## src/include/mapview_cfg.svh

```systemverilog
//------------------------------------------------
// map viewer configuration
// screen window, map, sprite sheet and memory sizes
//------------------------------------------------
`ifndef MAPVIEW_CFG_SVH
`define MAPVIEW_CFG_SVH

// map window on the screen, top-left corner and size
`define WIN_X0 80
`define WIN_Y0 80
`define WIN_W 128
`define WIN_H 96

// background map in map pixels
`define MAP_W 128
`define MAP_H 96

// camera limits, map size less half the window
`define CAM_X_MAX (`MAP_W - `WIN_W / 2)
`define CAM_Y_MAX (`MAP_H - `WIN_H / 2)

// player sprite centre, frame size, sheet layout
`define SPR_CX 144
`define SPR_CY 128
`define SPR_W 14
`define SPR_H 19
`define SHEET_W 28
`define SPR_BASE 12288

// shared pixel memory
`define MEM_DEPTH 16384

// keyboard scan codes
`define KEY_A 8'h04
`define KEY_D 8'h07
`define KEY_W 8'h1A
`define KEY_S 8'h16

`endif
```

## src/rtl/mapview_pkg.sv

```systemverilog
//------------------------------------------------
// map viewer types and the fixed 16-colour palette
//------------------------------------------------
package mapview_pkg;

	typedef logic [9:0] coord_t;
	typedef logic [7:0] camPos_t;
	typedef logic [13:0] memAddr_t;
	typedef logic [3:0] pixIdx_t;
	typedef logic [7:0] colour_t;
	// two key bytes, low byte is the most recent key
	typedef logic [15:0] keycode_t;

	typedef enum logic [1:0] {IDLE, WAIT, DONE} apbPhase_t;

	// index to {red, green, blue}, 4 bits each
	function automatic logic [11:0] palette(pixIdx_t idx);
		case (idx)
			4'h0: palette = 12'h000;
			4'h1: palette = 12'hFFF;
			4'h2: palette = 12'h4A2;
			4'h3: palette = 12'h8D5;
			4'h4: palette = 12'h262;
			4'h5: palette = 12'hC96;
			4'h6: palette = 12'hA74;
			4'h7: palette = 12'h36C;
			4'h8: palette = 12'h8BF;
			4'h9: palette = 12'h963;
			4'hA: palette = 12'hC33;
			4'hB: palette = 12'hF86;
			4'hC: palette = 12'h555;
			4'hD: palette = 12'hAAA;
			4'hE: palette = 12'hFD4;
			default: palette = 12'h202;
		endcase
	endfunction

endpackage

```

## src/rtl/scrollCamera.sv

```systemverilog
//------------------------------------------------
// scroll camera
// one map pixel per frame tick from the keycode,
// clamped at the map edges
//------------------------------------------------
`include "mapview_cfg.svh"

module scrollCamera import mapview_pkg::*; (
	input logic Clock,
	input logic Reset,
	input logic frameTick,
	input keycode_t keycode,
	output camPos_t camX,
	output camPos_t camY
);

	logic goLeft, goRight, goUp, goDown;

	// key in either byte counts as held
	function automatic logic keyHeld(keycode_t keys, logic [7:0] code);
		keyHeld = (keys[7:0] == code) || (keys[15:8] == code);
	endfunction

	// opposite keys cancel, saturate at 0 and limit
	function automatic camPos_t stepAxis(camPos_t pos, logic dec, logic inc, camPos_t limit);
		stepAxis = pos;
		if (dec && !inc && pos != '0)
			stepAxis = pos - camPos_t'(1);
		else if (inc && !dec && pos < limit)
			stepAxis = pos + camPos_t'(1);
	endfunction

	assign goLeft = keyHeld(keycode, `KEY_A);
	assign goRight = keyHeld(keycode, `KEY_D);
	assign goUp = keyHeld(keycode, `KEY_W);
	assign goDown = keyHeld(keycode, `KEY_S);

	//------------------------------------------------
	// position registers
	//------------------------------------------------
	always_ff @(posedge Clock or posedge Reset) begin
		if (Reset) begin
			camX <= '0;
			camY <= '0;
		end else if (frameTick) begin
			camX <= stepAxis(camX, goLeft, goRight, camPos_t'(`CAM_X_MAX));
			camY <= stepAxis(camY, goUp, goDown, camPos_t'(`CAM_Y_MAX));
		end
	end

endmodule

```

## config.mk

```make
export PLATFORM = sky130hd
export DESIGN_NAME = scrollCamera
export DESIGN_NICKNAME = d
export VERILOG_FILES = /design/src/rtl/mapview_pkg.sv /design/src/rtl/scrollCamera.sv
export VERILOG_INCLUDE_DIRS = /design/src /design/src/include
export SDC_FILE = /design/constraint.sdc
export NUM_CORES = 1
export LEC_CHECK = 0
export ABC_AREA = 1
export BUFFER_PORTS_ARGS = -buffer_cell sky130_fd_sc_hd__buf_2
export CAP_MARGIN = 0
export CORE_MARGIN = 2
export CORE_UTILIZATION = 49
export DETAILED_ROUTE_END_ITERATION = 16
export PLACE_DENSITY = 0.78
export SKIP_CTS_REPAIR_TIMING = 1
export SLEW_MARGIN = 20
export SYNTH_ARGS = -nofsm -noshare
export SYNTH_HDL_FRONTEND = slang
export SYNTH_SLANG_ARGS = --single-unit
```

## constraint.sdc

```tcl
create_clock -name Clock -period 1.8 [get_ports Clock]
set_input_delay 0 -clock Clock [delete_from_list [all_inputs] [get_ports Clock]]
set_output_delay 0 -clock Clock [all_outputs]
set_load 0.03 [all_outputs]
```

==> out/qor.txt <==
Die height - 61.0 um
Worst vdd ir - 814 uV
Setup slack, reg-to-reg - -0.24 ns
Total congestion overflow - 0
Mapped Area - 1590 sq um
PnR worst setup slack - -0.244 ns
Hold Path Sink - camY[1]
Multi-input gate area - 1240 sq um
Synth Flop Type - dfrtp_1
Setup CP Type - reg -> reg
Drt pass-1 iters - 4
Diodes inserted - 0
Warning count from the yosys run - 0
Critical Path Source Type - flip-flop
Clock Power Share - 19.6%
Reg power frac - 33.5%
DRC violations left - 0
H-tree depth - 1
Crit Reg-Reg Endpoint - camX[7]
Violated checks - setup timing
Unrepaired setup endpoints after global routing - true
Worst-path maximum fanout - 6
Psw - 0.481 mW
Fin crit share - 114%
Status - finished with violations
Power, Total - 1.26 mW
DR WL/cell - 11.8 um
Worst-Margin Slew - 0.632 ns
Max transition margin - 57.8%
I/O pin count - 35
Largest net degree at the start of global routing - 17
Flops & latches, synth - 16
Number of hold violations in the final report - 0
Core ar. - 3080 sq um
Hpwl dp - 3200 um
Synth cell count leaders - 67 x nand2_1, 41 x nor2_1, 38 x inv_1, 16 x dfrtp_1, 12 x ha_1
Int Power - 0.784 mW
Critical-path top delay cell - dfrtp_2
Worst setup EP type - flip-flop
Leakage - 1.29 nW
Post-synth EDFFs - 0
Synth cell types - 23
Clock transition at path regs - 0.10 ns
DIE AREA - 3720 sq um
Initial DRC count - 66
Clock Latency Late Sink - 0.29 ns
Clk buf depth - 2
Net Sw Frac - 38.0%
Fmax - 489 MHz
Critical path data arrival time - 2.23 ns
# setup viols final - 11
Setup Skew - 0.00147 ns
CP cell instances - nor2_1 > nand4_1 > nand3_2 > inv_6 > ha_4 > a21oi_2 > nand2_2 > nand2_1 > nand3_1 > inv_1 > nand2_1 > nand2_1 > nor2_1 > nand2_1 > nand2_1
CTS tree - yes
Hold Slack - 0.110 ns
Post-synth ARST share - 100%
Min Tclk post-route - 2.04 ns
Max cap viols - 0
Tightest Hold Check Type - in -> reg
Part of the power in combinational logic - 46.9%
Yosys top cell area share - 25.2%
Synth top area cells - dfrtp_1 25%, nand2_1 16%, nor2_1 9.7%
Synth area leader - dfrtp_1
Hold path depth - 3
Routed wire length - 4350 um
Synthesis-to-finish area growth - 54.4%
TritonCTS Buffers - 3
HP Start - frameTick
PwrDens - 515 nW/um^2
Cell mode on critical path - nand2_1
CP peak stage delay - 0.42 ns
Global-route wire length before repair - 6340 um
GP Congestion - 0.847
Initial antenna violation count - 0
Worst Reg-to-Reg Cells - 15
Final ANT Viol Nets - 0
Vias - 1782
# port buffers - 34
Total GRT Usage - 22.4%
CTS sink count - 16
Post-synthesis sequential area ratio - 25.2%
Worst r2r src - camX[0]
Share of cells above drive strength 1 - 46.6%
Die Wd - 61.0 um
Net Count, Synth - 274
Slew Viols, Final - 0
Vias per cell - 4.82
Starting Density - 51.7%
Worst Path Required - 1.99 ns
Fill cell count - 216
Syn avg cell area - 6.60 sq um
Root buffer cell - clkbuf_4
Vias in the first global route - 1553
Register area - 420 sq um
Nets@finish - 360
Synthesized instance count - 241
Row count - 20
Cell with the most instances after synthesis - nand2_1
-- registers in the layout, indices dropped and copies added, names as in the netlist --
signal / flops
camX: 8
camY: 8
-- critical path: cells and delay by family (launching register included) --
family                     cells  cell delay [ns]
buffers and inverters          2             0.15
adders and majority gates      1             0.26
and+or+nand+nor               11             0.98
DFF                            1             0.42
AOI/OAI and AO/OA              1             0.12
-- cells in the final DEF, fill, tap and decap left out, types with 2 or more instances in the layout --
| master | instances |
|---|---|
| nor2_1 | 36 |
| nand3_1 | 7 |
| buf_4 | 47 |
| dfrtp_2 | 16 |
| nand2_2 | 7 |
| o21ai_2 | 8 |
| nand4_1 | 4 |
| ha_4 | 11 |
| inv_1 | 35 |
| nor2_2 | 5 |
| nor2_4 | 2 |
| xnor2_2 | 3 |
| a21oi_2 | 3 |
| nand3_2 | 4 |
| a21oi_1 | 4 |
| xnor2_1 | 3 |
| inv_2 | 2 |
| clkbuf_4 | 3 |
| a21o_1 | 2 |
| xor2_1 | 6 |
| nand2_1 | 65 |
| inv_6 | 2 |
| a31oi_1 | 2 |
| buf_2 | 34 |
| o21ai_1 | 6 |
-- stage by stage --
step	area (sq um)	std cells	setup TNS, ns	setup slack [ns]	util, %
final	2460	370	-1.75	-0.244	79.8
after global routing	2460	370	-2.90	-0.359	79.8
after CTS	2320	364	-1.29	-0.233	75.3
after detailed placement	2280	360	-1.15	-0.214	74.1
after global placement	2280	360	-0.638	-0.135	74.1
after floorplan	1760	241	-0.747	-0.238	-
-- how the worst max path moves through the flow --
| stage | slack (ns) | startpoint | depth (start not counted) | endpoint |
|---|---|---|---|---|
| floorplan | -0.24 | camY[7] | 14 | camY[7] |
| CTS | -0.23 | camY[7] | 14 | camY[7] |
| global route | -0.36 | camY[1] | 15 | camY[7] |
| global placement | -0.13 | camX[6] | 15 | camX[7] |
| finish | -0.24 | camX[0] | 15 | camX[7] |
| detailed placement | -0.21 | camY[7] | 14 | camY[7] |
-- cells by family after synthesis --
| family | after synthesis | share of synthesized area (%) |
|---|---|---|
| and+or+nand+nor | 131 | 34.6 |
| adders and majority gates | 14 | 12.0 |
| AOI/OAI and AO/OA | 27 | 11.0 |
| buffers and inverters | 41 | 10.6 |
| DFF | 16 | 25.2 |
| xor gates and xnor gates | 12 | 6.61 |
-- power groups by stage --
| stage | clock, mW | sequential (mW) | combinational (mW) |
|---|---|---|---|
| after global routing | 0.271 | 0.426 | 0.651 |
| after global placement | 0 | 0.426 | 0.507 |
| after CTS | 0.248 | 0.421 | 0.524 |
| after detailed placement | 0 | 0.428 | 0.522 |
| after floorplan | 0 | 0.519 | 0.228 |
| final | 0.248 | 0.424 | 0.594 |
-- cell type report --
class	instances	area share (%)
inverter	39	6.37
clock buffer	4	1.48
multi-input combinational	184	50.6
timing repair buffer	83	22.2
sequential	16	17.1
tap	44	2.24
-- per-layer routing --
layer	vias to the layer above	global-route usage, %	wire (um)
met3	4	4.05	213
met4	0	2.80	30
met5	-	0	0
met2	50	39.8	2170
met1	803	29.3	1930
li1	925	-	-
(Power assumes the default switching activity.)
