[src/include/mapview_cfg.svh]
//------------------------------------------------
// map viewer configuration
// screen window, map, sprite sheet and memory sizes
//------------------------------------------------
`ifndef MAPVIEW_CFG_SVH
`define MAPVIEW_CFG_SVH

// map window on the screen, top-left corner and size
`define WIN_X0 80
`define WIN_Y0 80
`define WIN_W 128
`define WIN_H 96

// background map in map pixels
`define MAP_W 128
`define MAP_H 96

// camera limits, map size less half the window
`define CAM_X_MAX (`MAP_W - `WIN_W / 2)
`define CAM_Y_MAX (`MAP_H - `WIN_H / 2)

// player sprite centre, frame size, sheet layout
`define SPR_CX 144
`define SPR_CY 128
`define SPR_W 14
`define SPR_H 19
`define SHEET_W 28
`define SPR_BASE 12288

// shared pixel memory
`define MEM_DEPTH 16384

// keyboard scan codes
`define KEY_A 8'h04
`define KEY_D 8'h07
`define KEY_W 8'h1A
`define KEY_S 8'h16

`endif
[src/rtl/mapview_pkg.sv]
//------------------------------------------------
// map viewer types and the fixed 16-colour palette
//------------------------------------------------
package mapview_pkg;

	typedef logic [9:0] coord_t;
	typedef logic [7:0] camPos_t;
	typedef logic [13:0] memAddr_t;
	typedef logic [3:0] pixIdx_t;
	typedef logic [7:0] colour_t;
	// two key bytes, low byte is the most recent key
	typedef logic [15:0] keycode_t;

	typedef enum logic [1:0] {IDLE, WAIT, DONE} apbPhase_t;

	// index to {red, green, blue}, 4 bits each
	function automatic logic [11:0] palette(pixIdx_t idx);
		case (idx)
			4'h0: palette = 12'h000;
			4'h1: palette = 12'hFFF;
			4'h2: palette = 12'h4A2;
			4'h3: palette = 12'h8D5;
			4'h4: palette = 12'h262;
			4'h5: palette = 12'hC96;
			4'h6: palette = 12'hA74;
			4'h7: palette = 12'h36C;
			4'h8: palette = 12'h8BF;
			4'h9: palette = 12'h963;
			4'hA: palette = 12'hC33;
			4'hB: palette = 12'hF86;
			4'hC: palette = 12'h555;
			4'hD: palette = 12'hAAA;
			4'hE: palette = 12'hFD4;
			default: palette = 12'h202;
		endcase
	endfunction

endpackage

[src/rtl/pixelCompose.sv]
//------------------------------------------------
// pixel compose, sprite over map, palette, RGB out
//------------------------------------------------
module pixelCompose import mapview_pkg::*; (
	input logic Clock,
	input logic Reset,
	input logic pixelStage,
	input logic inWindow,
	input logic spriteOn,
	input pixIdx_t mapData,
	input pixIdx_t spriteData,
	output logic rgbValid,
	output colour_t red,
	output colour_t green,
	output colour_t blue
);

	logic s1Valid, s1Win;
	logic s2Valid, s2Win, s2Spr;
	logic s3Valid, s3Win;
	pixIdx_t s2Map, s3Idx;
	logic [11:0] rgb12;

	always_ff @(posedge Clock or posedge Reset) begin
		if (Reset) begin
			{s1Valid, s1Win} <= '0;
			{s2Valid, s2Win, s2Spr} <= '0;
			{s3Valid, s3Win} <= '0;
			rgbValid <= 1'b0;
		end else begin
			{s1Valid, s1Win} <= {pixelStage, inWindow};
			{s2Valid, s2Win, s2Spr} <= {s1Valid, s1Win, spriteOn};
			{s3Valid, s3Win} <= {s2Valid, s2Win};
			rgbValid <= s3Valid;
		end
	end

	// map index held one cycle to meet the sprite index
	// sprite index 0 lets the map through
	always_ff @(posedge Clock) begin
		s2Map <= mapData;
		s3Idx <= (s2Spr && spriteData != '0) ? spriteData : s2Map;
	end

	assign rgb12 = palette(s3Idx);

	// channel in the upper nibble, black outside window
	always_ff @(posedge Clock) begin
		red <= s3Win ? {rgb12[11:8], 4'h0} : '0;
		green <= s3Win ? {rgb12[7:4], 4'h0} : '0;
		blue <= s3Win ? {rgb12[3:0], 4'h0} : '0;
	end

endmodule

[config.mk]
export PLATFORM = sky130hd
export DESIGN_NAME = pixelCompose
export DESIGN_NICKNAME = d
export VERILOG_FILES = /design/src/include/mapview_cfg.svh /design/src/rtl/mapview_pkg.sv /design/src/rtl/pixelCompose.sv
export SDC_FILE = /design/constraint.sdc
export NUM_CORES = 1
export LEC_CHECK = 0
export CAP_MARGIN = 5
export CORE_MARGIN = 5
export CORE_UTILIZATION = 63
export DETAILED_ROUTE_END_ITERATION = 16
export DONT_BUFFER_PORTS = 1
export MAX_ROUTING_LAYER = met4
export PLACE_DENSITY = 0.79
export SLEW_MARGIN = 30
export SYNTH_ARGS = -nofsm -noshare
export SYNTH_HDL_FRONTEND = slang
export SYNTH_SLANG_ARGS = --single-unit
[constraint.sdc]
create_clock -name Clock -period 3.9 [get_ports Clock]
set_input_delay 0.39 -clock Clock [delete_from_list [all_inputs] [get_ports Clock]]
set_output_delay 0.39 -clock Clock [all_outputs]
set_load 0.01 [all_outputs]
==> impl_results.md <==
- Number of maximum-capacitance constraint violations: 0
- Synth top area share: 0.326
- Number of global-route vias before repair: 717
- Row count: 16
- Worst setup EP type: register
- Share of the yosys chip area belonging to registers: 0.489
- Fraction of the cycle the final worst path needs: 0.455
- Number of enable flip-flop cells after synthesis: 0
- Mean area per synthesized cell: approximately 10 µm²
- Nets@finish: around 140
- Layout overhead on the synthesized area: 1.22%
- Layout fillers: 151
- Total wirelength of the detailed-routed design: roughly 1900 µm
- Max Fanout on Critical Path: 11
- Worst hold path type: input port to register
- Starting density of the core: 0.646
- Element type at the critical path start: register
- Number of buffers created by CTS: 3
- Status: complete, no violations
- Worst Path Class, Setup: register to register
- Antenna violations before repair: 0
- Register-to-Register Setup Slack: 2.12 ns
- Final routed DRC violation total: 0
- Leak pwr: around 0.00058 µW
- Combined area of all synthesized cells: 1230 µm²
- Detailed Place HPWL: 1430 µm
- Clock-pin slew of the registers on the worst-case setup and hold paths: 0.14 ns
- Number of distinct standard cells referenced by the synthesized netlist: 34
- Most area-hungry cell type in the Yosys netlist: sky130_fd_sc_hd__dfxtp_1
- Post-Synth Simple-Gate Area: 0.155
- Required time reported for the critical path endpoint: a little over 4 ns
- TritonCTS clock tree: built
- Clock root cell: sky130_fd_sc_hd__clkbuf_4
- Synth Area in Compound Gates: 0.129
- Floorplan die area: 2930 µm²
- Area share of fa/ha/maj cells after synthesis: 0.0713
- First-pass GRT wire length: 3090 µm
- Area taken by flip-flops and latches: between 600 and 700 µm²
- Fraction of synthesized area in multiplexers: 0.0346
- Cell area power density: 475 nW/µm²
- Instance count of the mapped netlist: between 100 and 150
- Number of iterations in the first detailed-routing pass: 6
- Synth warn: 0
- Time the final worst path needs with I/O delays and setup: between 1.5 and 2 ns
- Number of primary I/O pins: 38
- Flip-flop and latch count after synthesis: 28
- Transition at the pin with the smallest max-transition slack: approximately 0.64 ns
- Reg-to-Reg End: red[6]
- Dominant combinational cell family by area after synthesis: simple AND/OR/NAND/NOR gates
- Post-synthesis async set-or-reset flop share: 0.286
- Post CTS Setup Buffer Count: 0
- Parity-gate share of the synthesized area counting xor and xnor cells: 0
- Crit path max-delay cell type: sky130_fd_sc_hd__dfxtp_1
- Clock latency on the worst-skew pair: between 0.3 and 0.4 ns
- Final Max Tran Viols: 0
- FMAX: between 500 and 600 MHz
- Register-to-Register Path Depth: 4
- Drt first-iter violations: 5
- Peak per-stage delay on the critical path: between 0.5 and 0.6 ns
- Sequence of cells on the critical path: inv_2, ha_1, mux4_2, and2_1
- GP Congestion: about 0.88
- Vertical die dimension: between 50 and 60 µm
- Worst clock skew: around 0.0053 ns
- Hold Fails Final Rpt: 0
- Data arrival time of the worst path: about 2.0 ns
- Die X: 54.2 µm
- Core ar.: around 1900 µm²
- Hold Path Sink: s2Spr
- GR Util All Layers: 0.152
- Instance count along the most critical hold path: 0
- Share of cells above drive strength 1: 0.0744
- Largest net degree at the start of global routing: 21
- Startpoint of the worst hold path: spriteOn
- Final hold slack: 0.0772 ns
- Biggest area contributors in the synthesized netlist: sky130_fd_sc_hd__dfxtp_1 (33%), sky130_fd_sc_hd__dfrtp_1 (16%), sky130_fd_sc_hd__buf_4 (7.9%)
- Relative slew slack: 0.566
- Hold bufs inserted after CTS: 1
- Clk sink count: 28
- Routed Antenna Nets: 0
- Wire per inst: 12.8 µm
- Inserted Diodes: 0
- Routed vias: a little under 800
- Max Buffers Root-to-Sink: 2
- Post-DR vias/cell: ~5.3
- Worst VDD drop: approximately 0.00034 V
- Number of buffers inserted by port buffering: 0
- Startpoint of the worst-slack reg-to-reg timing path: s3Idx[0]
- Total congestion overflow: 0
- Multi-input logic area: roughly 520 µm²
- Final-layout setup total negative slack: 0 ns
- RSZ-0062 raised after global routing: no
- Number of setup violations in the final report: 0
- Deepest level of the CTS H-tree: 1
- Post-route total power: between 500 and 600 µW
- Post-synth top flop: sky130_fd_sc_hd__dfxtp_1
- Number of instances resized during post-cts repair: 0
-- layout make-up --
| type | instances | share of cell area |
|---|---|---|
| Sequential cell | 28 | 0.483 |
| Tap cell | 27 | 0.0272 |
| Timing Repair Buffer | 1 | 0.00805 |
| Inverter | 6 | 0.0181 |
| Clock inverter | 1 | 0.0241 |
| Clock buffer | 3 | 0.0181 |
| Multi-Input combinational cell | 82 | 0.422 |
-- layout by cell type, fill, tap and decap left out, drive strengths merged, types with 4 or more instances in the layout --
master  netlist  routed
conb          1      12
o21ai         6       6
dfrtp         8       8
nor2          5       5
inv           6       6
nand2        15      15
dfxtp        20      20
o21a          4       4
ha            7       7
-- cells in the mapped netlist (2+ instances only) --
| master | n |
|---|---|
| sky130_fd_sc_hd__nor2b_1 | 3 |
| sky130_fd_sc_hd__o21a_1 | 4 |
| sky130_fd_sc_hd__nor3_1 | 3 |
| sky130_fd_sc_hd__dfxtp_1 | 20 |
| sky130_fd_sc_hd__o21ai_0 | 6 |
| sky130_fd_sc_hd__buf_4 | 13 |
| sky130_fd_sc_hd__and2_1 | 2 |
| sky130_fd_sc_hd__or3_1 | 2 |
| sky130_fd_sc_hd__dfrtp_1 | 8 |
| sky130_fd_sc_hd__buf_2 | 2 |
| sky130_fd_sc_hd__nand2_1 | 15 |
| sky130_fd_sc_hd__nor3b_2 | 2 |
| sky130_fd_sc_hd__a211oi_1 | 2 |
| sky130_fd_sc_hd__ha_1 | 7 |
| sky130_fd_sc_hd__a21oi_1 | 3 |
| sky130_fd_sc_hd__nor2_1 | 5 |
| sky130_fd_sc_hd__mux2i_1 | 2 |
| sky130_fd_sc_hd__inv_2 | 2 |
| sky130_fd_sc_hd__inv_1 | 4 |
| sky130_fd_sc_hd__nand2b_1 | 3 |
-- critical path: cells and delay by family, from the launching register on --
family,cells,cell delay [ns]
AND/OR/NAND/NOR,1,0.16
adder cells (fa/ha/maj),1,0.37
multiplexers,1,0.47
flip-flops,1,0.57
buffers and inverters,1,0.11
-- state kept, by name (all words and copies together), names as in the netlist --
signal / flops
blue: 4
green: 4
red: 4
rgbValid: 1
s1Valid: 1
s1Win: 1
s2Map: 4
s2Spr: 1
s2Valid: 1
s2Win: 1
s3Idx: 4
s3Valid: 1
s3Win: 1
-- routing by layer --
layer | wire length (µm) | share of wire | GRT usage | vias up
li1 | - | - | - | 382
met1 | 771 | 0.41 | 0.169 | 359
met2 | 929 | 0.49 | 0.253 | 34
met3 | 163 | 0.086 | 0.0332 | 4
met4 | 32 | 0.017 | 0.0788 | 0
met5 | 0 | 0 | - | -
-- cell families (layout without fill, tap and decap cells) --
kind of cell | Yosys count | count (layout)
AO/OA/AOI/OAI | 23 | 23
adder cells (fa/ha/maj) | 7 | 7
buffers and inverters | 23 | 11
flip-flops | 28 | 28
multiplexers | 3 | 3
other | 1 | 12
AND/OR/NAND/NOR | 37 | 37
-- how the worst max path moves through the flow --
stage               startpoint      to  slack (ns)  cells past startpoint
finish                s3Idx[0]  red[6]        2.12                      4
detailed placement    s3Idx[0]  red[6]        2.14                      4
floorplan             s3Idx[0]  red[6]        2.27                      4
CTS                   s3Idx[0]  red[6]        2.12                      4
global route          s3Idx[0]  red[6]        2.00                      4
global placement      s3Idx[0]  red[6]        2.18                      4
-- power by group --
group | switching, µW | internal [µW] | total, µW | leakage, µW
clock network | 80.3 | 104 | 184 | 0.0000279
logic | 36.7 | 30.2 | 66.9 | 0.000289
registers | 28.3 | 311 | 340 | 0.000261
total | 145 | 445 | 591 | 0.000577
-- per-stage QoR --
| stage | utilization | area, µm² | worst slack (ns) | cells |
|---|---|---|---|---|
| CTS | 0.654 | 1240 | 2.12 | 148 |
| floorplan | - | 1270 | 2.27 | 133 |
| detailed placement | 0.621 | 1180 | 2.14 | 143 |
| global placement | 0.621 | 1180 | 2.18 | 143 |
| global route | 0.654 | 1240 | 2.00 | 148 |
| finish | 0.654 | 1240 | 2.12 | 148 |
No activity file was read; power rests on OpenSTA's default activity.
