### src/include/mapview_cfg.svh
//------------------------------------------------
// map viewer configuration
// screen window, map, sprite sheet and memory sizes
//------------------------------------------------
`ifndef MAPVIEW_CFG_SVH
`define MAPVIEW_CFG_SVH

// map window on the screen, top-left corner and size
`define WIN_X0 80
`define WIN_Y0 80
`define WIN_W 128
`define WIN_H 96

// background map in map pixels
`define MAP_W 128
`define MAP_H 96

// camera limits, map size less half the window
`define CAM_X_MAX (`MAP_W - `WIN_W / 2)
`define CAM_Y_MAX (`MAP_H - `WIN_H / 2)

// player sprite centre, frame size, sheet layout
`define SPR_CX 144
`define SPR_CY 128
`define SPR_W 14
`define SPR_H 19
`define SHEET_W 28
`define SPR_BASE 12288

// shared pixel memory
`define MEM_DEPTH 16384

// keyboard scan codes
`define KEY_A 8'h04
`define KEY_D 8'h07
`define KEY_W 8'h1A
`define KEY_S 8'h16

`endif
### src/rtl/mapview_pkg.sv
//------------------------------------------------
// map viewer types and the fixed 16-colour palette
//------------------------------------------------
package mapview_pkg;

	typedef logic [9:0] coord_t;
	typedef logic [7:0] camPos_t;
	typedef logic [13:0] memAddr_t;
	typedef logic [3:0] pixIdx_t;
	typedef logic [7:0] colour_t;
	// two key bytes, low byte is the most recent key
	typedef logic [15:0] keycode_t;

	typedef enum logic [1:0] {IDLE, WAIT, DONE} apbPhase_t;

	// index to {red, green, blue}, 4 bits each
	function automatic logic [11:0] palette(pixIdx_t idx);
		case (idx)
			4'h0: palette = 12'h000;
			4'h1: palette = 12'hFFF;
			4'h2: palette = 12'h4A2;
			4'h3: palette = 12'h8D5;
			4'h4: palette = 12'h262;
			4'h5: palette = 12'hC96;
			4'h6: palette = 12'hA74;
			4'h7: palette = 12'h36C;
			4'h8: palette = 12'h8BF;
			4'h9: palette = 12'h963;
			4'hA: palette = 12'hC33;
			4'hB: palette = 12'hF86;
			4'hC: palette = 12'h555;
			4'hD: palette = 12'hAAA;
			4'hE: palette = 12'hFD4;
			default: palette = 12'h202;
		endcase
	endfunction

endpackage

### src/rtl/pixelBus_if.sv
//------------------------------------------------
// request/grant link from one memory peer
// to the pixel store arbiter
//------------------------------------------------
interface pixelBus_if import mapview_pkg::*; ();

	logic request;
	logic write;
	memAddr_t address;
	pixIdx_t writeData;
	// grant is same-cycle, readData one cycle later
	logic grant;
	pixIdx_t readData;

	modport peer (output request, write, address, writeData, input grant, readData);
	modport store (input request, write, address, writeData, output grant, readData);

endinterface

### src/rtl/spriteFetch.sv
//------------------------------------------------
// sprite fetch
// box test around the screen centre, facing frame
// from the low key byte, sheet address
//------------------------------------------------
`include "mapview_cfg.svh"

module spriteFetch import mapview_pkg::*; (
	input logic Clock,
	input logic Reset,
	input logic pixelStage,
	input coord_t stageX,
	input coord_t stageY,
	input keycode_t keycode,
	pixelBus_if.peer spriteBus,
	output logic spriteOn
);

	// box corner, 7 left and 10 above the centre
	localparam coord_t BOX_X0 = coord_t'(`SPR_CX - `SPR_W / 2);
	localparam coord_t BOX_Y0 = coord_t'(`SPR_CY - (`SPR_H + 1) / 2);

	coord_t relX, relY;
	logic inBox;
	logic sprReq;
	memAddr_t colOff, rowOff, sheetAddr, sprAddr;

	// below the corner wraps high and fails the test
	assign relX = stageX - BOX_X0;
	assign relY = stageY - BOX_Y0;
	assign inBox = (relX < coord_t'(`SPR_W)) && (relY < coord_t'(`SPR_H));

	// facing frame position in the sheet
	always_comb begin
		colOff = '0;
		rowOff = '0;
		case (keycode[7:0])
			`KEY_A: rowOff = memAddr_t'(`SPR_H);
			`KEY_D: begin
				colOff = memAddr_t'(`SPR_W);
				rowOff = memAddr_t'(`SPR_H);
			end
			`KEY_W: colOff = memAddr_t'(`SPR_W);
			default: ;
		endcase
	end

	assign sheetAddr = memAddr_t'(`SPR_BASE) + (memAddr_t'(relY) + rowOff) * memAddr_t'(`SHEET_W)
		+ memAddr_t'(relX) + colOff;

	always_ff @(posedge Clock or posedge Reset) begin
		if (Reset) begin
			spriteOn <= 1'b0;
			sprReq <= 1'b0;
		end else begin
			spriteOn <= pixelStage & inBox;
			sprReq <= (pixelStage & inBox) | (sprReq & ~spriteBus.grant);
		end
	end

	always_ff @(posedge Clock) begin
		if (pixelStage & inBox)
			sprAddr <= sheetAddr;
	end

	// one cycle behind the map read, never collides
	assign spriteBus.request = sprReq;
	assign spriteBus.write = 1'b0;
	assign spriteBus.address = sprAddr;
	assign spriteBus.writeData = '0;

endmodule

### src/flat_wrapper.sv
// flat-port wrapper written by rule: the top's interface ports become plain ports
module spriteFetch_flat import mapview_pkg::*;
  (Clock, Reset, pixelStage, stageX, stageY, keycode, spriteOn, spriteBus_request, spriteBus_write, spriteBus_address, spriteBus_writeData, spriteBus_grant, spriteBus_readData);
  pixelBus_if spriteBus_i ();
  input logic Clock;
  input logic Reset;
  input logic pixelStage;
  input coord_t stageX;
  input coord_t stageY;
  input keycode_t keycode;
  output logic spriteOn;
  output wire logic [$bits(spriteBus_i.request)-1:0] spriteBus_request;
  output wire logic [$bits(spriteBus_i.write)-1:0] spriteBus_write;
  output wire logic [$bits(spriteBus_i.address)-1:0] spriteBus_address;
  output wire logic [$bits(spriteBus_i.writeData)-1:0] spriteBus_writeData;
  input wire logic [$bits(spriteBus_i.grant)-1:0] spriteBus_grant;
  input wire logic [$bits(spriteBus_i.readData)-1:0] spriteBus_readData;
  assign spriteBus_request = spriteBus_i.request;
  assign spriteBus_write = spriteBus_i.write;
  assign spriteBus_address = spriteBus_i.address;
  assign spriteBus_writeData = spriteBus_i.writeData;
  assign spriteBus_i.grant = spriteBus_grant;
  assign spriteBus_i.readData = spriteBus_readData;
  spriteFetch u_core (.Clock(Clock), .Reset(Reset), .pixelStage(pixelStage), .stageX(stageX), .stageY(stageY), .keycode(keycode), .spriteBus(spriteBus_i), .spriteOn(spriteOn));
endmodule
### config.mk
export PLATFORM = sky130hd
export DESIGN_NAME = spriteFetch_flat
export DESIGN_NICKNAME = d
export VERILOG_FILES = /design/src/rtl/mapview_pkg.sv /design/src/rtl/pixelBus_if.sv /design/src/rtl/spriteFetch.sv /design/src/flat_wrapper.sv
export VERILOG_INCLUDE_DIRS = /design/src /design/src/include
export SDC_FILE = /design/constraint.sdc
export NUM_CORES = 1
export LEC_CHECK = 0
export BUFFER_PORTS_ARGS = -buffer_cell sky130_fd_sc_hd__clkbuf_2
export CAP_MARGIN = 20
export CORE_UTILIZATION = 37
export CTS_CLUSTER_DIAMETER = 100
export CTS_CLUSTER_SIZE = 20
export DETAILED_ROUTE_END_ITERATION = 10
export GPL_TIMING_DRIVEN = 1
export MAX_ROUTING_LAYER = met4
export RECOVER_POWER = 50
export SYNTH_ARGS = -nofsm -noshare
export SYNTH_HDL_FRONTEND = slang
export SYNTH_SLANG_ARGS = --single-unit
### constraint.sdc
create_clock -name Clock -period 0.8 [get_ports Clock]
set_input_delay 0.04 -clock Clock [delete_from_list [all_inputs] [get_ports Clock]]
set_output_delay 0.04 -clock Clock [all_outputs]
set_load 0.02 [all_outputs]
==> impl_metrics.csv, run 1 <==
group,metric,value,unit
run_status,status,"complete, but fails checks",
run_status,violations,"setup timing",
grt,grt_usage,18.2,%
hold_path,hp-class,"input pin to flop",
synthesis,ys.flop_type,"edfxtp_1",
setup_path,ff2ff_setup_slack,0.03,ns
setup_path,crit_path_frequent_cell,"inv_2",
setup_path,cp_max_fo,4,
synthesis,syn_inst,258,
grt,grt_util_met2,34.0,%
sta,fmax,234,MHz
routing,drt-vias-per-instance,4.60,
grt,antenna_found_initial,0,
routing,drt_wl_total,5440,um
floorplanning,dieArea,6780,um2
setup_path,slowest_delay,0.45,ns
power,power.share.combinational,80.7,%
grt,grt_pass1_wl,9290,um
placed_design,post-place-ws,-3.75,ns
placed_design,hpwlAfterDp,4500,um
clock_tree,clk_path_buf_depth,2,
synthesis,ys_async_sr_fraction,12.5,%
power,power,0.0101,W
clock_tree,h-tree-depth,1,
synthesis,syn_area_per_cell,9.26,um2
clock_tree,cts_tree,"yes",
power,switchingPower,0.00388,W
power,p_sw_share,38.3,%
power,power_density,2500,nW/um2
power,clock_power_share,7.1,%
routing,vias,2255,
layout,drive_gt1_share,53.7,%
floorplanning,pin_count,65,
layout,fin_area,4040,um2
hold_path,hp-start,"spriteBus_grant",
routing,dr.pass1.iters,4,
layout,final_core_util,66.7,%
setup_path,crit_path_start_kind,"input pin",
synthesis,yosys-top-cells-area,"ha_1 (18%), edfxtp_1 (18%), fa_1 (10%)",
floorplanning,die_h,82.3,um
grt,grtUsageMet1,21.2,%
grt,busiest_layer,"met2",
sta,slew_viol_final,0,
clock_tree,clock-sinks,16,
setup_path,critPathKind,"input pin to flop",
routing,wl_per_cell,11.1,um
setup_path,crit_family,"adder cells",
clock_tree,clk_latency,0.25,ns
routing,drt-initial-drc-count,38,
sta,fin_worst_skew,0,ns
placed_design,gp_congestion,0.815,
hold_path,min_to,"u_core.spriteBus.request",
setup_path,path_buf_inv,5,
synthesis,synth_edf_count,14,
grt,grt_max_degree,10,
synthesis,yosys.area.top_type,"ha_1",
synthesis,syn-cell-area,2390,um2
sta,hold_viol_final,0,
layout,synthToLayoutAreaGrowth,69.3,%
grt,grtUsageMet3,2.75,%
routing,drc,0,
job,drv_cap,0,
routing,ant_nets,0,
setup_path,rr_startpoint,"u_core.spriteBus.request",
layout,antenna_cells,0,
sta,rsz0062_at_grt,"true",
sta,min_period,4.27,ns
sta,fin_crit_sh,534,%
floorplanning,placementRows,28,
power,p_leak,1.92,nW
layout,final_cell_mix,"buf_4 (93), buf_6 (28), clkbuf_2 (28)",
setup_path,reg2reg_depth,2,
setup_path,crit_path_top_delay_cell,"fa_1",
layout,final_common_cell,"buf_4",
sta,fin_ws,-3.47,ns
setup_path,arrival,4.27,ns
clock_tree,numCtsBuffers,3,
floorplanning,initial_core_util,39.4,%
setup_path,crit_path_end_kind,"flop",
power,internal_power,0.00625,W
placed_design,port_buffers,47,
power,irDropWorstVdd,0.00185,V
synthesis,ys_warn_count,0,
grt,grt_pass1_vias,2241,
layout,nNetsFinal,506,
sta,setup_viol,44,
synthesis,yosysUniqueCellTypes,52,
power,seqPwrFrac,12.2,%
setup_path,rr_endpoint,"u_core.spriteBus.request",
setup_path,worstSetupStartpoint,"keycode[3]",
clock_tree,root_buffer,"clkbuf_8",
setup_path,critPathRequiredTime,0.80,ns
hold_path,hold_path_depth,3,
synthesis,ys_ff_latch,16,
clock_tree,clk_pin_slew_worst_paths,0.06,ns
synthesis,synth_seq_area_share,19.7,%
floorplanning,core_area,6060,um2
floorplanning,die_x,82.3,um
placed_design,place_area,3600,um2
grt,overflow,0,
synthesis,synth_top_area_share,17.8,%
[cell families (layout without fill, tap and decap cells)]
family          Yosys count  count (layout)  synth area share [%]
fa+ha+maj                46              46                  27.9
simple gates             60              60                  13.6
other cells               1               5                 0.157
buf+inv                  39             192                  6.91
compound gates           55              55                  16.1
flops                    16              16                  19.7
xor+xnor                 41              41                  15.7
[routing by layer]
layer / vias to the layer above / routed length [um]
met3: 2 / 160
met2: 34 / 2830
met1: 1032 / 2440
li1: 1187 / -
met5: - / 0
met4: 0 / 7
[power groups by stage]
stage,combinational [W],clock (W),sequential [W]
final,0.00817,0.000716,0.00123
after global routing,0.00908,0.000767,0.00123
after CTS,0.00777,0.000738,0.00123
after detailed placement,0.00724,0,0.00125
after global placement,0.00711,0,0.00125
after floorplan,0.00476,0,0.00125
[per-stage QoR]
stage / hold slack [ns] / std cells / TNS (ns)
after CTS: 0.0339 / 488 / -51.59
after global placement: -0.126 / 471 / -58.09
after global routing: 0.0748 / 490 / -56.11
after detailed placement: -0.123 / 471 / -59.22
after floorplan: -0.219 / 262 / -46.29
final: 0.0403 / 490 / -51.25
[flip-flops by register name (all words and copies together) (netlist names)]
register and count:
u_core.spriteBus.request 1, u_core.spriteOn 1, u_core.spriteBus.address 14
[worst max path at each step]
stage | to | cells after the start
final | u_core.spriteBus.address[12] | 25
after floorplan | u_core.spriteBus.address[13] | 25
after global placement | u_core.spriteBus.address[13] | 24
after detailed placement | u_core.spriteBus.address[13] | 24
after CTS | u_core.spriteBus.address[13] | 24
after global routing | u_core.spriteBus.address[12] | 22
[final cells by class]
class	count	area [um2]
Multi-Input combinational cell	207	2090
Fill cell	489	2020
Timing Repair Buffer	154	1210
Sequential cell	16	470
Inverter	34	128
Tap cell	75	93.8
Clock buffer	4	55.1
[timing repair]
item / 4_1_cts / 5_1_grt
setup endpoints to repair: 45 / 45
hold endpoints to repair: 2 / 0
pin swaps: 5 / 18
resized for setup: 25 / 67
setup buffers: 11 / 3
gates cloned: 1 / 0
hold buffers: 1 / 0
[worst register-to-register path, stage by stage (launching register included)]
cell     delay, ns
dfrtp_1       0.39
buf_4         0.13
a21o_1        0.14
[synthesized netlist by cell type, types with 2 or more instances]
cell / instances
dfrtp_1: 2
ha_1: 34
a21o_1: 5
and3_1: 3
nor3b_1: 2
xnor2_1: 27
fa_1: 12
and3b_1: 2
xor2_1: 12
nor2b_1: 4
nor3_1: 3
nand2b_1: 3
o31a_1: 3
nand3_1: 3
o21ai_1: 3
a21oi_1: 14
nor2_1: 15
inv_1: 33
edfxtp_1: 14
o21ai_0: 11
o21a_1: 4
buf_4: 5
nand2_1: 15
(Power assumes the default switching activity.)
==> run 2, diff against run 1 <==
- PLACE_DENSITY: default -> 0.67
- SETUP_SLACK_MARGIN: default -> 0.4
==> impl_metrics.csv, run 2 (synthesized netlist as in run 1, its figures left out) <==
group,metric,value,unit
run_status,status,"complete, but fails checks",
run_status,violations,"setup timing",
layout,synthToLayoutAreaGrowth,72.3,%
routing,drc,0,
layout,drive_gt1_share,55.8,%
routing,dr.pass1.iters,4,
sta,fmax,232,MHz
grt,grt_usage,19.4,%
floorplanning,dieArea,6780,um2
floorplanning,core_area,6060,um2
placed_design,port_buffers,47,
hold_path,hp-start,"spriteBus_grant",
layout,final_core_util,67.9,%
setup_path,worstSetupStartpoint,"keycode[4]",
clock_tree,numCtsBuffers,3,
placed_design,dpl.cell_count,471,
clock_tree,clock-sinks,16,
setup_path,arrival,4.32,ns
clock_tree,clk_pin_slew_worst_paths,0.07,ns
setup_path,critPathRequiredTime,0.81,ns
clock_tree,clk_latency,0.26,ns
sta,hold-worst-slack,0.0257,ns
power,power_density,2620,nW/um2
setup_path,crit_path_start_kind,"input pin",
layout,antenna_cells,0,
power,irDropWorstVdd,0.00228,V
hold_path,hp-class,"input pin to flop",
sta,min_period,4.31,ns
routing,ant_nets,0,
setup_path,rr_startpoint,"u_core.spriteBus.request",
clock_tree,clk_path_buf_depth,2,
floorplanning,die_x,82.3,um
setup_path,cp_max_fo,3,
grt,antenna_found_initial,0,
sta,fin_ws,-3.51,ns
sta,slew_viol_final,0,
sta,rsz0062_at_grt,"true",
routing,wl_per_cell,12.3,um
floorplanning,placementRows,28,
grt,grt_pass1_wl,9850,um
placed_design,hpwlAfterDp,4880,um
layout,final_common_cell,"buf_4",
routing,drt-vias-per-instance,4.77,
sta,fin_crit_sh,539,%
clock_tree,root_buffer,"clkbuf_8",
sta,hold_viol_final,0,
floorplanning,pin_count,65,
sta,setup_viol,45,
layout,largest_register_ffs,14,
routing,vias,2325,
grt,grt_pass1_vias,2400,
clock_tree,h-tree-depth,1,
grt,grt_max_degree,10,
layout,final_cell_mix,"buf_4 (89), buf_6 (30), clkbuf_2 (26)",
job,drv_cap,0,
routing,drt_wl_total,6010,um
clock_tree,cts_tree,"yes",
placed_design,gp_congestion,0.841,
layout,nNetsFinal,503,
layout,layout.cells.non_filler,487,
setup_path,crit_path_end_kind,"flop",
floorplanning,die_h,82.3,um
power,p_leak,1.90,nW
floorplanning,initial_core_util,39.4,%
routing,drt-initial-drc-count,77,
setup_path,critPathKind,"input pin to flop",
sta,fin_worst_skew,0,ns
grt,overflow,0,
-- run 2: changes by cell type in the layout (fill, tap and decap cells not counted), moves of 2 or more --
cell | before | now
xnor2_2 | 8 | 6
clkbuf_2 | 28 | 26
o21ai_1 | 2 | 4
buf_4 | 93 | 89
a21oi_2 | 6 | 8
inv_1 | 25 | 22
buf_6 | 28 | 30
ha_1 | 23 | 20
ha_4 | 10 | 14
a21oi_1 | 8 | 6
-- run 2: per-stage QoR --
step                      TNS (ns)  setup WS, ns  instance area [um2]  total power (W)
after floorplan             -46.29         -3.44                 2610          0.00602
after global placement      -57.84         -3.61                 3590          0.00830
after detailed placement    -60.03         -3.81                 3590          0.00856
after CTS                   -51.27         -3.50                 3790          0.00986
after global routing        -56.40         -3.73                 4120           0.0117
final                       -52.65         -3.51                 4120           0.0108
-- run 2: cell type report --
cell class	instances	area (um2)
Multi-Input combinational cell	207	2150
Fill cell	465	1940
Timing Repair Buffer	151	1210
Sequential cell	16	472
Inverter	34	131
Tap cell	75	93.8
Clock buffer	4	55.1
-- run 2: worst max-delay path, stage by stage --
cell      delay [ns]
buf_8           0.10
nor3b_4         0.20
and3_4          0.23
ha_4            0.13
inv_2           0.03
fa_2            0.36
xnor2_2         0.16
buf_4           0.15
fa_1            0.54
inv_2           0.05
fa_2            0.39
buf_4           0.15
buf_6           0.11
xnor2_4         0.16
ha_4            0.23
ha_4            0.24
o21a_1          0.10
o31a_1          0.13
o31a_1          0.28
o21ai_2         0.18
a21boi_2        0.09
o21ai_1         0.17
xnor2_1         0.09
-- run 2: power by group --
group | total [W] | internal, W | leakage, nW | switching (W)
registers | 0.00123 | 0.00123 | 0.153 | 0.000000182
clock network | 0.000745 | 0.000438 | 0.0288 | 0.000307
logic | 0.00882 | 0.00490 | 1.72 | 0.00392
total | 0.0108 | 0.00657 | 1.90 | 0.00423
-- run 2: per-layer routing --
layer	GRT usage, %	vias to the layer above	share of wire (%)
met2	38.3	43	56
met1	20.6	1089	40
met5	-	-	0
met4	2.28	0	0.85
met3	3.08	6	3.0
li1	-	1187	-
-- run 2: worst paths after layout --
| check | endpoint | slack (ns) | cells past startpoint |
|---|---|---|---|
| setup / recovery | u_core.spriteBus.address[12] | -3.51 | 23 |
| hold reg to reg | u_core.spriteBus.request | 0.50 | 1 |
| hold / removal | u_core.spriteBus.request | 0.03 | 3 |
| max in group asynchronous | u_core.spriteBus.request | 0.53 | 3 |
| min in group asynchronous | u_core.spriteBus.request | 0.15 | 3 |
| setup reg to reg | u_core.spriteBus.request | 0.13 | 1 |
-- run 2: repair_timing --
item	CTS	global route
gates cloned	0	0
pin swaps	20	22
hold buffers	1	0
gates resized for setup	27	82
buffers inserted	3	8
hold endpoints to repair	2	0
endpoints found under the setup margin	45	45
