<file path="src/include/mapview_cfg.svh">
//------------------------------------------------
// map viewer configuration
// screen window, map, sprite sheet and memory sizes
//------------------------------------------------
`ifndef MAPVIEW_CFG_SVH
`define MAPVIEW_CFG_SVH

// map window on the screen, top-left corner and size
`define WIN_X0 80
`define WIN_Y0 80
`define WIN_W 128
`define WIN_H 96

// background map in map pixels
`define MAP_W 128
`define MAP_H 96

// camera limits, map size less half the window
`define CAM_X_MAX (`MAP_W - `WIN_W / 2)
`define CAM_Y_MAX (`MAP_H - `WIN_H / 2)

// player sprite centre, frame size, sheet layout
`define SPR_CX 144
`define SPR_CY 128
`define SPR_W 14
`define SPR_H 19
`define SHEET_W 28
`define SPR_BASE 12288

// shared pixel memory
`define MEM_DEPTH 16384

// keyboard scan codes
`define KEY_A 8'h04
`define KEY_D 8'h07
`define KEY_W 8'h1A
`define KEY_S 8'h16

`endif
</file>
<file path="src/rtl/mapview_pkg.sv">
//------------------------------------------------
// map viewer types and the fixed 16-colour palette
//------------------------------------------------
package mapview_pkg;

	typedef logic [9:0] coord_t;
	typedef logic [7:0] camPos_t;
	typedef logic [13:0] memAddr_t;
	typedef logic [3:0] pixIdx_t;
	typedef logic [7:0] colour_t;
	// two key bytes, low byte is the most recent key
	typedef logic [15:0] keycode_t;

	typedef enum logic [1:0] {IDLE, WAIT, DONE} apbPhase_t;

	// index to {red, green, blue}, 4 bits each
	function automatic logic [11:0] palette(pixIdx_t idx);
		case (idx)
			4'h0: palette = 12'h000;
			4'h1: palette = 12'hFFF;
			4'h2: palette = 12'h4A2;
			4'h3: palette = 12'h8D5;
			4'h4: palette = 12'h262;
			4'h5: palette = 12'hC96;
			4'h6: palette = 12'hA74;
			4'h7: palette = 12'h36C;
			4'h8: palette = 12'h8BF;
			4'h9: palette = 12'h963;
			4'hA: palette = 12'hC33;
			4'hB: palette = 12'hF86;
			4'hC: palette = 12'h555;
			4'hD: palette = 12'hAAA;
			4'hE: palette = 12'hFD4;
			default: palette = 12'h202;
		endcase
	endfunction

endpackage

</file>
<file path="src/rtl/pixelBus_if.sv">
//------------------------------------------------
// request/grant link from one memory peer
// to the pixel store arbiter
//------------------------------------------------
interface pixelBus_if import mapview_pkg::*; ();

	logic request;
	logic write;
	memAddr_t address;
	pixIdx_t writeData;
	// grant is same-cycle, readData one cycle later
	logic grant;
	pixIdx_t readData;

	modport peer (output request, write, address, writeData, input grant, readData);
	modport store (input request, write, address, writeData, output grant, readData);

endinterface

</file>
<file path="src/rtl/mapFetch.sv">
//------------------------------------------------
// map fetch, window test and 2x scaled map address
//------------------------------------------------
`include "mapview_cfg.svh"

module mapFetch import mapview_pkg::*; (
	input logic Clock,
	input logic Reset,
	input logic pixelValid,
	input coord_t drawX,
	input coord_t drawY,
	input camPos_t camX,
	input camPos_t camY,
	pixelBus_if.peer mapBus,
	output logic pixelStage,
	output logic inWindow,
	output coord_t stageX,
	output coord_t stageY
);

	coord_t offX, offY;
	memAddr_t mapCol, mapRow, mapAddr, addrQ;
	logic winHit;

	// window relative, wraps outside but then ignored
	assign offX = drawX - coord_t'(`WIN_X0);
	assign offY = drawY - coord_t'(`WIN_Y0);
	assign winHit = (offX < coord_t'(`WIN_W)) && (offY < coord_t'(`WIN_H));

	// halve for 2x scale, then add the camera
	assign mapCol = memAddr_t'(offX[9:1]) + memAddr_t'(camX);
	assign mapRow = memAddr_t'(offY[9:1]) + memAddr_t'(camY);
	assign mapAddr = mapRow * memAddr_t'(`MAP_W) + mapCol;

	always_ff @(posedge Clock or posedge Reset) begin
		if (Reset) begin
			pixelStage <= 1'b0;
			inWindow <= 1'b0;
		end else begin
			pixelStage <= pixelValid;
			if (pixelValid)
				inWindow <= winHit;
		end
	end

	// camera is frozen into the address here
	always_ff @(posedge Clock) begin
		if (pixelValid) begin
			stageX <= drawX;
			stageY <= drawY;
			addrQ <= mapAddr;
		end
	end

	// map read always wins, so one cycle is enough
	assign mapBus.request = pixelStage;
	assign mapBus.write = 1'b0;
	assign mapBus.address = addrQ;
	assign mapBus.writeData = '0;

	pixelGap: assert property (@(posedge Clock) disable iff (Reset)
		pixelValid |=> !pixelValid);

endmodule

</file>
<file path="src/flat_wrapper.sv">
// flat-port wrapper written by rule: the top's interface ports become plain ports
module mapFetch_flat import mapview_pkg::*;
  (Clock, Reset, pixelValid, drawX, drawY, camX, camY, pixelStage, inWindow, stageX, stageY, mapBus_request, mapBus_write, mapBus_address, mapBus_writeData, mapBus_grant, mapBus_readData);
  pixelBus_if mapBus_i ();
  input logic Clock;
  input logic Reset;
  input logic pixelValid;
  input coord_t drawX;
  input coord_t drawY;
  input camPos_t camX;
  input camPos_t camY;
  output logic pixelStage;
  output logic inWindow;
  output coord_t stageX;
  output coord_t stageY;
  output wire logic [$bits(mapBus_i.request)-1:0] mapBus_request;
  output wire logic [$bits(mapBus_i.write)-1:0] mapBus_write;
  output wire logic [$bits(mapBus_i.address)-1:0] mapBus_address;
  output wire logic [$bits(mapBus_i.writeData)-1:0] mapBus_writeData;
  input wire logic [$bits(mapBus_i.grant)-1:0] mapBus_grant;
  input wire logic [$bits(mapBus_i.readData)-1:0] mapBus_readData;
  assign mapBus_request = mapBus_i.request;
  assign mapBus_write = mapBus_i.write;
  assign mapBus_address = mapBus_i.address;
  assign mapBus_writeData = mapBus_i.writeData;
  assign mapBus_i.grant = mapBus_grant;
  assign mapBus_i.readData = mapBus_readData;
  mapFetch u_core (.Clock(Clock), .Reset(Reset), .pixelValid(pixelValid), .drawX(drawX), .drawY(drawY), .camX(camX), .camY(camY), .mapBus(mapBus_i), .pixelStage(pixelStage), .inWindow(inWindow), .stageX(stageX), .stageY(stageY));
endmodule
</file>
<file path="config.mk">
export PLATFORM = sky130hd
export DESIGN_NAME = mapFetch_flat
export DESIGN_NICKNAME = d
export VERILOG_FILES = /design/src/rtl/mapview_pkg.sv /design/src/rtl/pixelBus_if.sv /design/src/rtl/mapFetch.sv /design/src/flat_wrapper.sv
export VERILOG_INCLUDE_DIRS = /design/src /design/src/include
export SDC_FILE = /design/constraint.sdc
export NUM_CORES = 1
export LEC_CHECK = 0
export BUFFER_PORTS_ARGS = -buffer_cell sky130_fd_sc_hd__buf_2
export CELL_PAD_IN_SITES_DETAIL_PLACEMENT = 1
export CELL_PAD_IN_SITES_GLOBAL_PLACEMENT = 1
export CORE_ASPECT_RATIO = 0.5
export CORE_MARGIN = 2
export CORE_UTILIZATION = 41
export CTS_BUF_LIST = sky130_fd_sc_hd__clkbuf_8
export DETAILED_ROUTE_END_ITERATION = 8
export GPL_TIMING_DRIVEN = 0
export PLACE_DENSITY = 0.95
export SLEW_MARGIN = 20
export SYNTH_ARGS = -nofsm -noshare
export SYNTH_HDL_FRONTEND = slang
export SYNTH_SLANG_ARGS = --single-unit
</file>
<file path="constraint.sdc">
create_clock -name Clock -period 2.1 [get_ports Clock]
set_input_delay 0.42 -clock Clock [delete_from_list [all_inputs] [get_ports Clock]]
set_output_delay 0.42 -clock Clock [all_outputs]
set_load 0.03 [all_outputs]
</file>
==> results.yml, run 1 <==
routing:
  firstDrtPassIters: 4
  wirelength_um: 6890
  drt_iter0_drc: 54
  antenna_left: 0
  drt_drc_violations_left: 0
  wl_per_cell_um: 21.3
  vias_per_cell: 5.24
  vias: 1699
pwr:
  power_density_nw_per_um2: 884
  pwr-share-seq: 0.363
  swShare: 0.359
  combPwrFrac: 0.400
  peakVddDrop_mv: 0.388
  cell_internal_pwr_mw: 1.67
  clkPwrFrac: 0.237
  leakagePower_nw: 1.31
  netSwitchingPower_mw: 0.938
outcome:
  violations: "setup timing"
  status: "complete, but fails checks"
setup_path:
  critPathCaptureType: "register"
  r2r_cells: 2
  cp_max_fo: 4
  required_ps: 2150
  rr_startpoint: "u_core.inWindow"
  critical_path_class: "in -> reg"
  cp-start-kind: "input pin"
  worst_ep_arrival_time_ps: 2990
  crit_start: "drawX[4]"
  rrSetupSlack_ps: 1220
  r2r-end: "u_core.inWindow"
  endpoint: "u_core.mapBus.address[13]"
sta:
  worst_pin_slew_ps: 858
  post-route-period-util: 1.40
  setup_viol: 7
  timing.hold.ws_ps: 297
  fin_worst_skew_ps: 0
  hold_violations: 0
  rsz0062_at_grt: "true"
  setup_slack_ps: -844
  period_needed_ps: 2940
  fmax_mhz: 340
  drv_slew: 0
  max-slew-margin-rel: 0.428
yosys:
  syn_area_um2: 2020
  async_reset_ff_frac: 0.0556
  netlist_top_cells_area: "edfxtp_1 (50%), ha_1 (12%), xnor2_1 (5.6%), xor2_1 (5.2%), fa_1 (3.0%)"
  ys_seq_elements: 36
  synthCells: 159
  yosys.area.top_type: "edfxtp_1"
  yosysUniqueCellTypes: 30
  synth-edff-count: 34
  synth_common_cells: "edfxtp_1 (34), ha_1 (20), inv_1 (15)"
  synthMostInstantiatedCell: "edfxtp_1"
  ys.flop_type: "edfxtp_1"
  yosys_warnings: 0
  seq_area_frac_synth: 0.530
  netlist.area_leader.share: 0.505
  avgSynthCellArea_um2: 12.7
cts:
  cts_tree: "done"
  htree_levels: 2
  clk_latency_ps: 290
  clockRootBuffer: "clkbuf_8"
  numCtsBuffers: 5
  cts.sinks: 36
  cts_max_path_buffers: 2
  clkTransAtPathRegs_ps: 80
floorplanning:
  row_count: 17
  die_area_um2: 5540
  die-width_um: 103
  start_util: 0.442
  die_h_um: 53.7
  io_pins: 86
  core_um2: 4570
placement:
  dp_slack_ps: -1270
  dpl.cell_count: 303
  port_buffers: 74
  routabilityCongestion: 0.838
  dp_hpwl_um: 3910
  placed_cell_area_um2: 2570
global_route:
  grt_pass1_vias: 1775
  grt_use_total: 0.237
  grt_max_degree: 38
  grt-ovfl-total: 0
  grt_pass1_wl_um: 9260
  antenna_found_initial: 0
final_layout:
  multi_input_area_um2: 1070
  area_growth_pct: 46.0
  register_area_um2: 1070
  final_nets: 324
  antenna_cells: 0
  fin_area_um2: 2950
  fin_cells: 324
  layout-drive-gt1-share: 0.500
  nFillCells: 486
worst_hold_path:
  hold_path.class: "in -> reg"
flow_run:
  max_cap_violations: 0
## power groups by stage
stage / registers [mW] / clock network, mW / logic, mW
2_1_floorplan: 1.17 / 0 / 0.374
6_report: 0.946 / 0.619 / 1.04
4_1_cts: 0.943 / 0.625 / 0.929
5_1_grt: 0.958 / 0.646 / 1.11
3_3_place_gp: 0.954 / 0 / 0.788
3_5_place_dp: 0.959 / 0 / 0.837
## repair_timing
| action | CTS | global route |
|---|---|---|
| endpoints found under the hold margin | 2 | 0 |
| pin swaps | 14 | 16 |
| gates cloned | 0 | 0 |
| setup buffers | 8 | 4 |
| hold buffers | 1 | 0 |
| resized for setup | 21 | 10 |
| setup endpoints to repair | 7 | 7 |
## how the worst min path moves through the flow
stage               slack, ps  startpoint  cells past startpoint                     to
CTS                       290    drawY[0]                      1       u_core.stageY[0]
global placement          270       Reset                      2  u_core.mapBus.request
floorplan                 160       Reset                      1        u_core.inWindow
detailed placement        270       Reset                      2        u_core.inWindow
global route              290    drawY[0]                      1       u_core.stageY[0]
finish                    300    drawY[0]                      1       u_core.stageY[0]
## flip-flops by register name, summed over array words and instances, names as in the netlist
signal / flops
u_core.mapBus.address: 14
u_core.mapBus.request: 1
u_core.stageX: 10
u_core.inWindow: 1
u_core.stageY: 10
## layout by cell type (no fill, tap or decap), types with 2 or more instances in the layout
cell	count
a21o_1	3
a21oi_1	5
a21oi_2	3
a21oi_4	3
buf_12	2
buf_2	71
buf_4	19
clkbuf_8	5
conb_1	5
dfrtp_1	2
edfxtp_1	34
fa_1	2
ha_1	13
ha_4	6
inv_1	12
nand2_1	3
nand2_2	2
nand3b_1	2
nor2_1	6
nor2b_1	2
o21a_1	2
o21ai_0	4
o21ai_1	2
o21bai_1	2
xnor2_1	11
xnor2_2	2
xor2_1	10
## final cells by class
| cell class | instances | share of cell area |
|---|---|---|
| buffer | 6 | 0.0153 |
| multi-input combinational | 106 | 0.361 |
| tap | 66 | 0.0280 |
| clock buffer | 5 | 0.0233 |
| inverter | 15 | 0.0259 |
| clock inverter | 3 | 0.0131 |
| sequential | 36 | 0.363 |
| timing repair buffer | 87 | 0.170 |
## stage by stage
| stage | TNS, ps | util | power [mW] |
|---|---|---|---|
| 6_report | -4350 | 0.645 | 2.61 |
| 5_1_grt | -5080 | 0.645 | 2.71 |
| 4_1_cts | -3790 | 0.622 | 2.50 |
| 3_5_place_dp | -7010 | 0.561 | 1.80 |
| 3_3_place_gp | -6030 | 0.561 | 1.74 |
| 2_1_floorplan | -3240 | - | 1.55 |
## cell families (layout without fill, tap and decap cells)
group | Yosys count | in the layout | synth area share
AOI/OAI and AO/OA | 34 | 34 | 0.111
other | 1 | 5 | 0.00185
and+or+nand+nor | 19 | 19 | 0.0458
DFF | 36 | 36 | 0.530
adders and majority gates | 23 | 23 | 0.153
buffers and inverters | 21 | 116 | 0.0501
xor gates and xnor gates | 25 | 25 | 0.108
## per-layer routing
layer	wire length, um	global-route usage
met1	2660	0.269
met4	282	0.123
met2	3490	0.424
met5	0	0
met3	454	0.0597
## worst max-delay path, cell delays in order
cell and delay [ps]:
buf_12 100, inv_12 30, ha_4 170, xnor2_2 150, ha_4 310, nand2_1 120
o21a_1 250, o31ai_2 120, xor2_1 230, ha_2 230, inv_2 40, fa_2 370
nor2b_4 150, o2111ai_2 130, xnor2_1 180
No activity file was read; power rests on OpenSTA's default activity.
==> run 2: changes to the inputs <==
--- a/config.mk
+++ b/config.mk
@@ -12,10 +12,11 @@
 export CORE_ASPECT_RATIO = 0.5
 export CORE_MARGIN = 2
 export CORE_UTILIZATION = 41
-export CTS_BUF_LIST = sky130_fd_sc_hd__clkbuf_8
+export CTS_BUF_LIST = sky130_fd_sc_hd__clkbuf_4
 export DETAILED_ROUTE_END_ITERATION = 8
 export GPL_TIMING_DRIVEN = 0
 export PLACE_DENSITY = 0.95
+export REMOVE_ABC_BUFFERS = 1
 export SLEW_MARGIN = 20
 export SYNTH_ARGS = -nofsm -noshare
 export SYNTH_HDL_FRONTEND = slang
==> results.yml, run 2 (same netlist as run 1, synthesis figures left out) <==
outcome:
  status: "complete, but fails checks"
  violations: "setup timing"
pwr:
  cell_internal_pwr_mw: 1.59
  combPwrFrac: 0.418
  swShare: 0.371
  total_power_mw: 2.52
  leakagePower_nw: 1.27
  clkPwrFrac: 0.206
  netSwitchingPower_mw: 0.936
  pwr-share-seq: 0.376
  peakVddDrop_mv: 0.389
  power_density_nw_per_um2: 872
final_layout:
  layout_commonest_cell: "buf_2"
  layout-drive-gt1-share: 0.500
  antenna_cells: 0
  final_nets: 320
  fin_cells: 320
  fin_util: 0.633
  mostFrequentLayoutCells: "buf_2 (71), edfxtp_1 (34), ha_1 (15)"
  nFillCells: 488
  largest_reg_flops: 14
  area_growth_pct: 43.1
placement:
  routabilityCongestion: 0.879
  dp_hpwl_um: 4030
  port_buffers: 74
  dpl.cell_count: 297
routing:
  drt_iter0_drc: 100
  antenna_left: 0
  wirelength_um: 7140
  vias_per_cell: 5.34
  drt_drc_violations_left: 0
  firstDrtPassIters: 6
  wl_per_cell_um: 22.3
  vias: 1710
setup_path:
  critical_path_class: "in -> reg"
  rrSetupSlack_ps: 1230
  worst_ep_arrival_time_ps: 3020
  cp_max_fo: 3
  required_ps: 2210
  critPathCaptureType: "register"
  r2r_cells: 2
  rr_startpoint: "u_core.inWindow"
  cp-start-kind: "input pin"
  r2r-end: "u_core.inWindow"
floorplanning:
  row_count: 17
  die_area_um2: 5540
  io_pins: 86
  core_um2: 4570
  die_h_um: 53.7
  die-width_um: 103
  start_util: 0.442
worst_hold_path:
  holdPathEnd: "u_core.stageY[0]"
  hold_path.class: "in -> reg"
  min_from: "drawY[0]"
  hold_depth: 1
cts:
  clkTransAtPathRegs_ps: 110
  numCtsBuffers: 5
  cts.sinks: 36
  clockRootBuffer: "clkbuf_4"
  htree_levels: 2
  clk_latency_ps: 360
  cts_max_path_buffers: 2
  cts_tree: "done"
sta:
  fmax_mhz: 343
  post-route-period-util: 1.39
  fin_worst_skew_ps: 0
  drv_slew: 0
  worst_pin_slew_ps: 827
  hold_violations: 0
  period_needed_ps: 2910
  setup_viol: 6
  max-slew-margin-rel: 0.449
  timing.hold.ws_ps: 247
  setup_slack_ps: -812
  rsz0062_at_grt: "true"
global_route:
  grt-ovfl-total: 0
  grt_pass1_wl_um: 9320
  grt_max_degree: 38
  grt_pass1_vias: 1719
  grt_use_total: 0.239
  antenna_found_initial: 0
flow_run:
  max_cap_violations: 0
[run 2: layer usage]
metal	vias to the layer above	share of wire	track usage
met5	-	0	0
met4	0	0.048	0.114
li1	748	-	-
met2	102	0.50	0.434
met1	826	0.38	0.265
met3	34	0.076	0.0714
[run 2: worst max-delay path, cell delays in order]
cell and delay [ps]:
buf_12 100, clkinv_8 50, ha_4 170, buf_4 140, xnor2_2 130, ha_1 330
nand2_2 100, o21a_1 220, o31ai_4 90, xor2_2 180, ha_2 220, inv_2 40
fa_2 400, nor2b_4 150, o2111ai_2 120, xnor2_1 160
[run 2: per-stage QoR]
stage,area (um2),setup WS (ps),TNS (ps)
detailed placement,2440,-1390,-7990
global route,2890,-888,-4660
floorplan,1990,-848,-4330
finish,2890,-812,-4300
CTS,2740,-674,-3430
global placement,2440,-1230,-6950
[run 2: cell type report]
type	instances	area [um2]	share of cell area
timing repair buffer	89	517	0.179
multi-input combinational	106	1070	0.369
tap	66	82.6	0.0285
inverter	15	73.8	0.0255
sequential	36	1070	0.370
clock inverter	2	35.0	0.0121
clock buffer	6	45.0	0.0156
[run 2: how the worst max path moves through the flow]
stage | startpoint | end | slack, ps | depth (start not counted)
floorplan | drawX[4] | u_core.mapBus.address[13] | -850 | 13
global placement | drawX[4] | u_core.mapBus.address[13] | -1230 | 13
detailed placement | drawX[4] | u_core.mapBus.address[13] | -1390 | 13
CTS | drawX[5] | u_core.mapBus.address[13] | -670 | 14
global route | drawX[4] | u_core.mapBus.address[13] | -890 | 15
finish | drawX[4] | u_core.mapBus.address[13] | -810 | 16
[run 2: timing repair]
action                     in CTS  in global routing
resized for setup              29                 25
setup buffers                  10                  4
hold endpoints to repair        2                  0
setup endpoints to repair       7                  6
pin swaps                      19                 21
hold buffers                    1                  0
[run 2: power by group through the flow]
| stage | clock network, mW | logic, mW | registers [mW] |
|---|---|---|---|
| after global placement | 0 | 0.747 | 0.956 |
| final | 0.519 | 1.05 | 0.949 |
| after global routing | 0.545 | 1.11 | 0.957 |
| after floorplan | 0 | 0.334 | 1.17 |
| after detailed placement | 0 | 0.795 | 0.961 |
| after CTS | 0.514 | 0.911 | 0.944 |
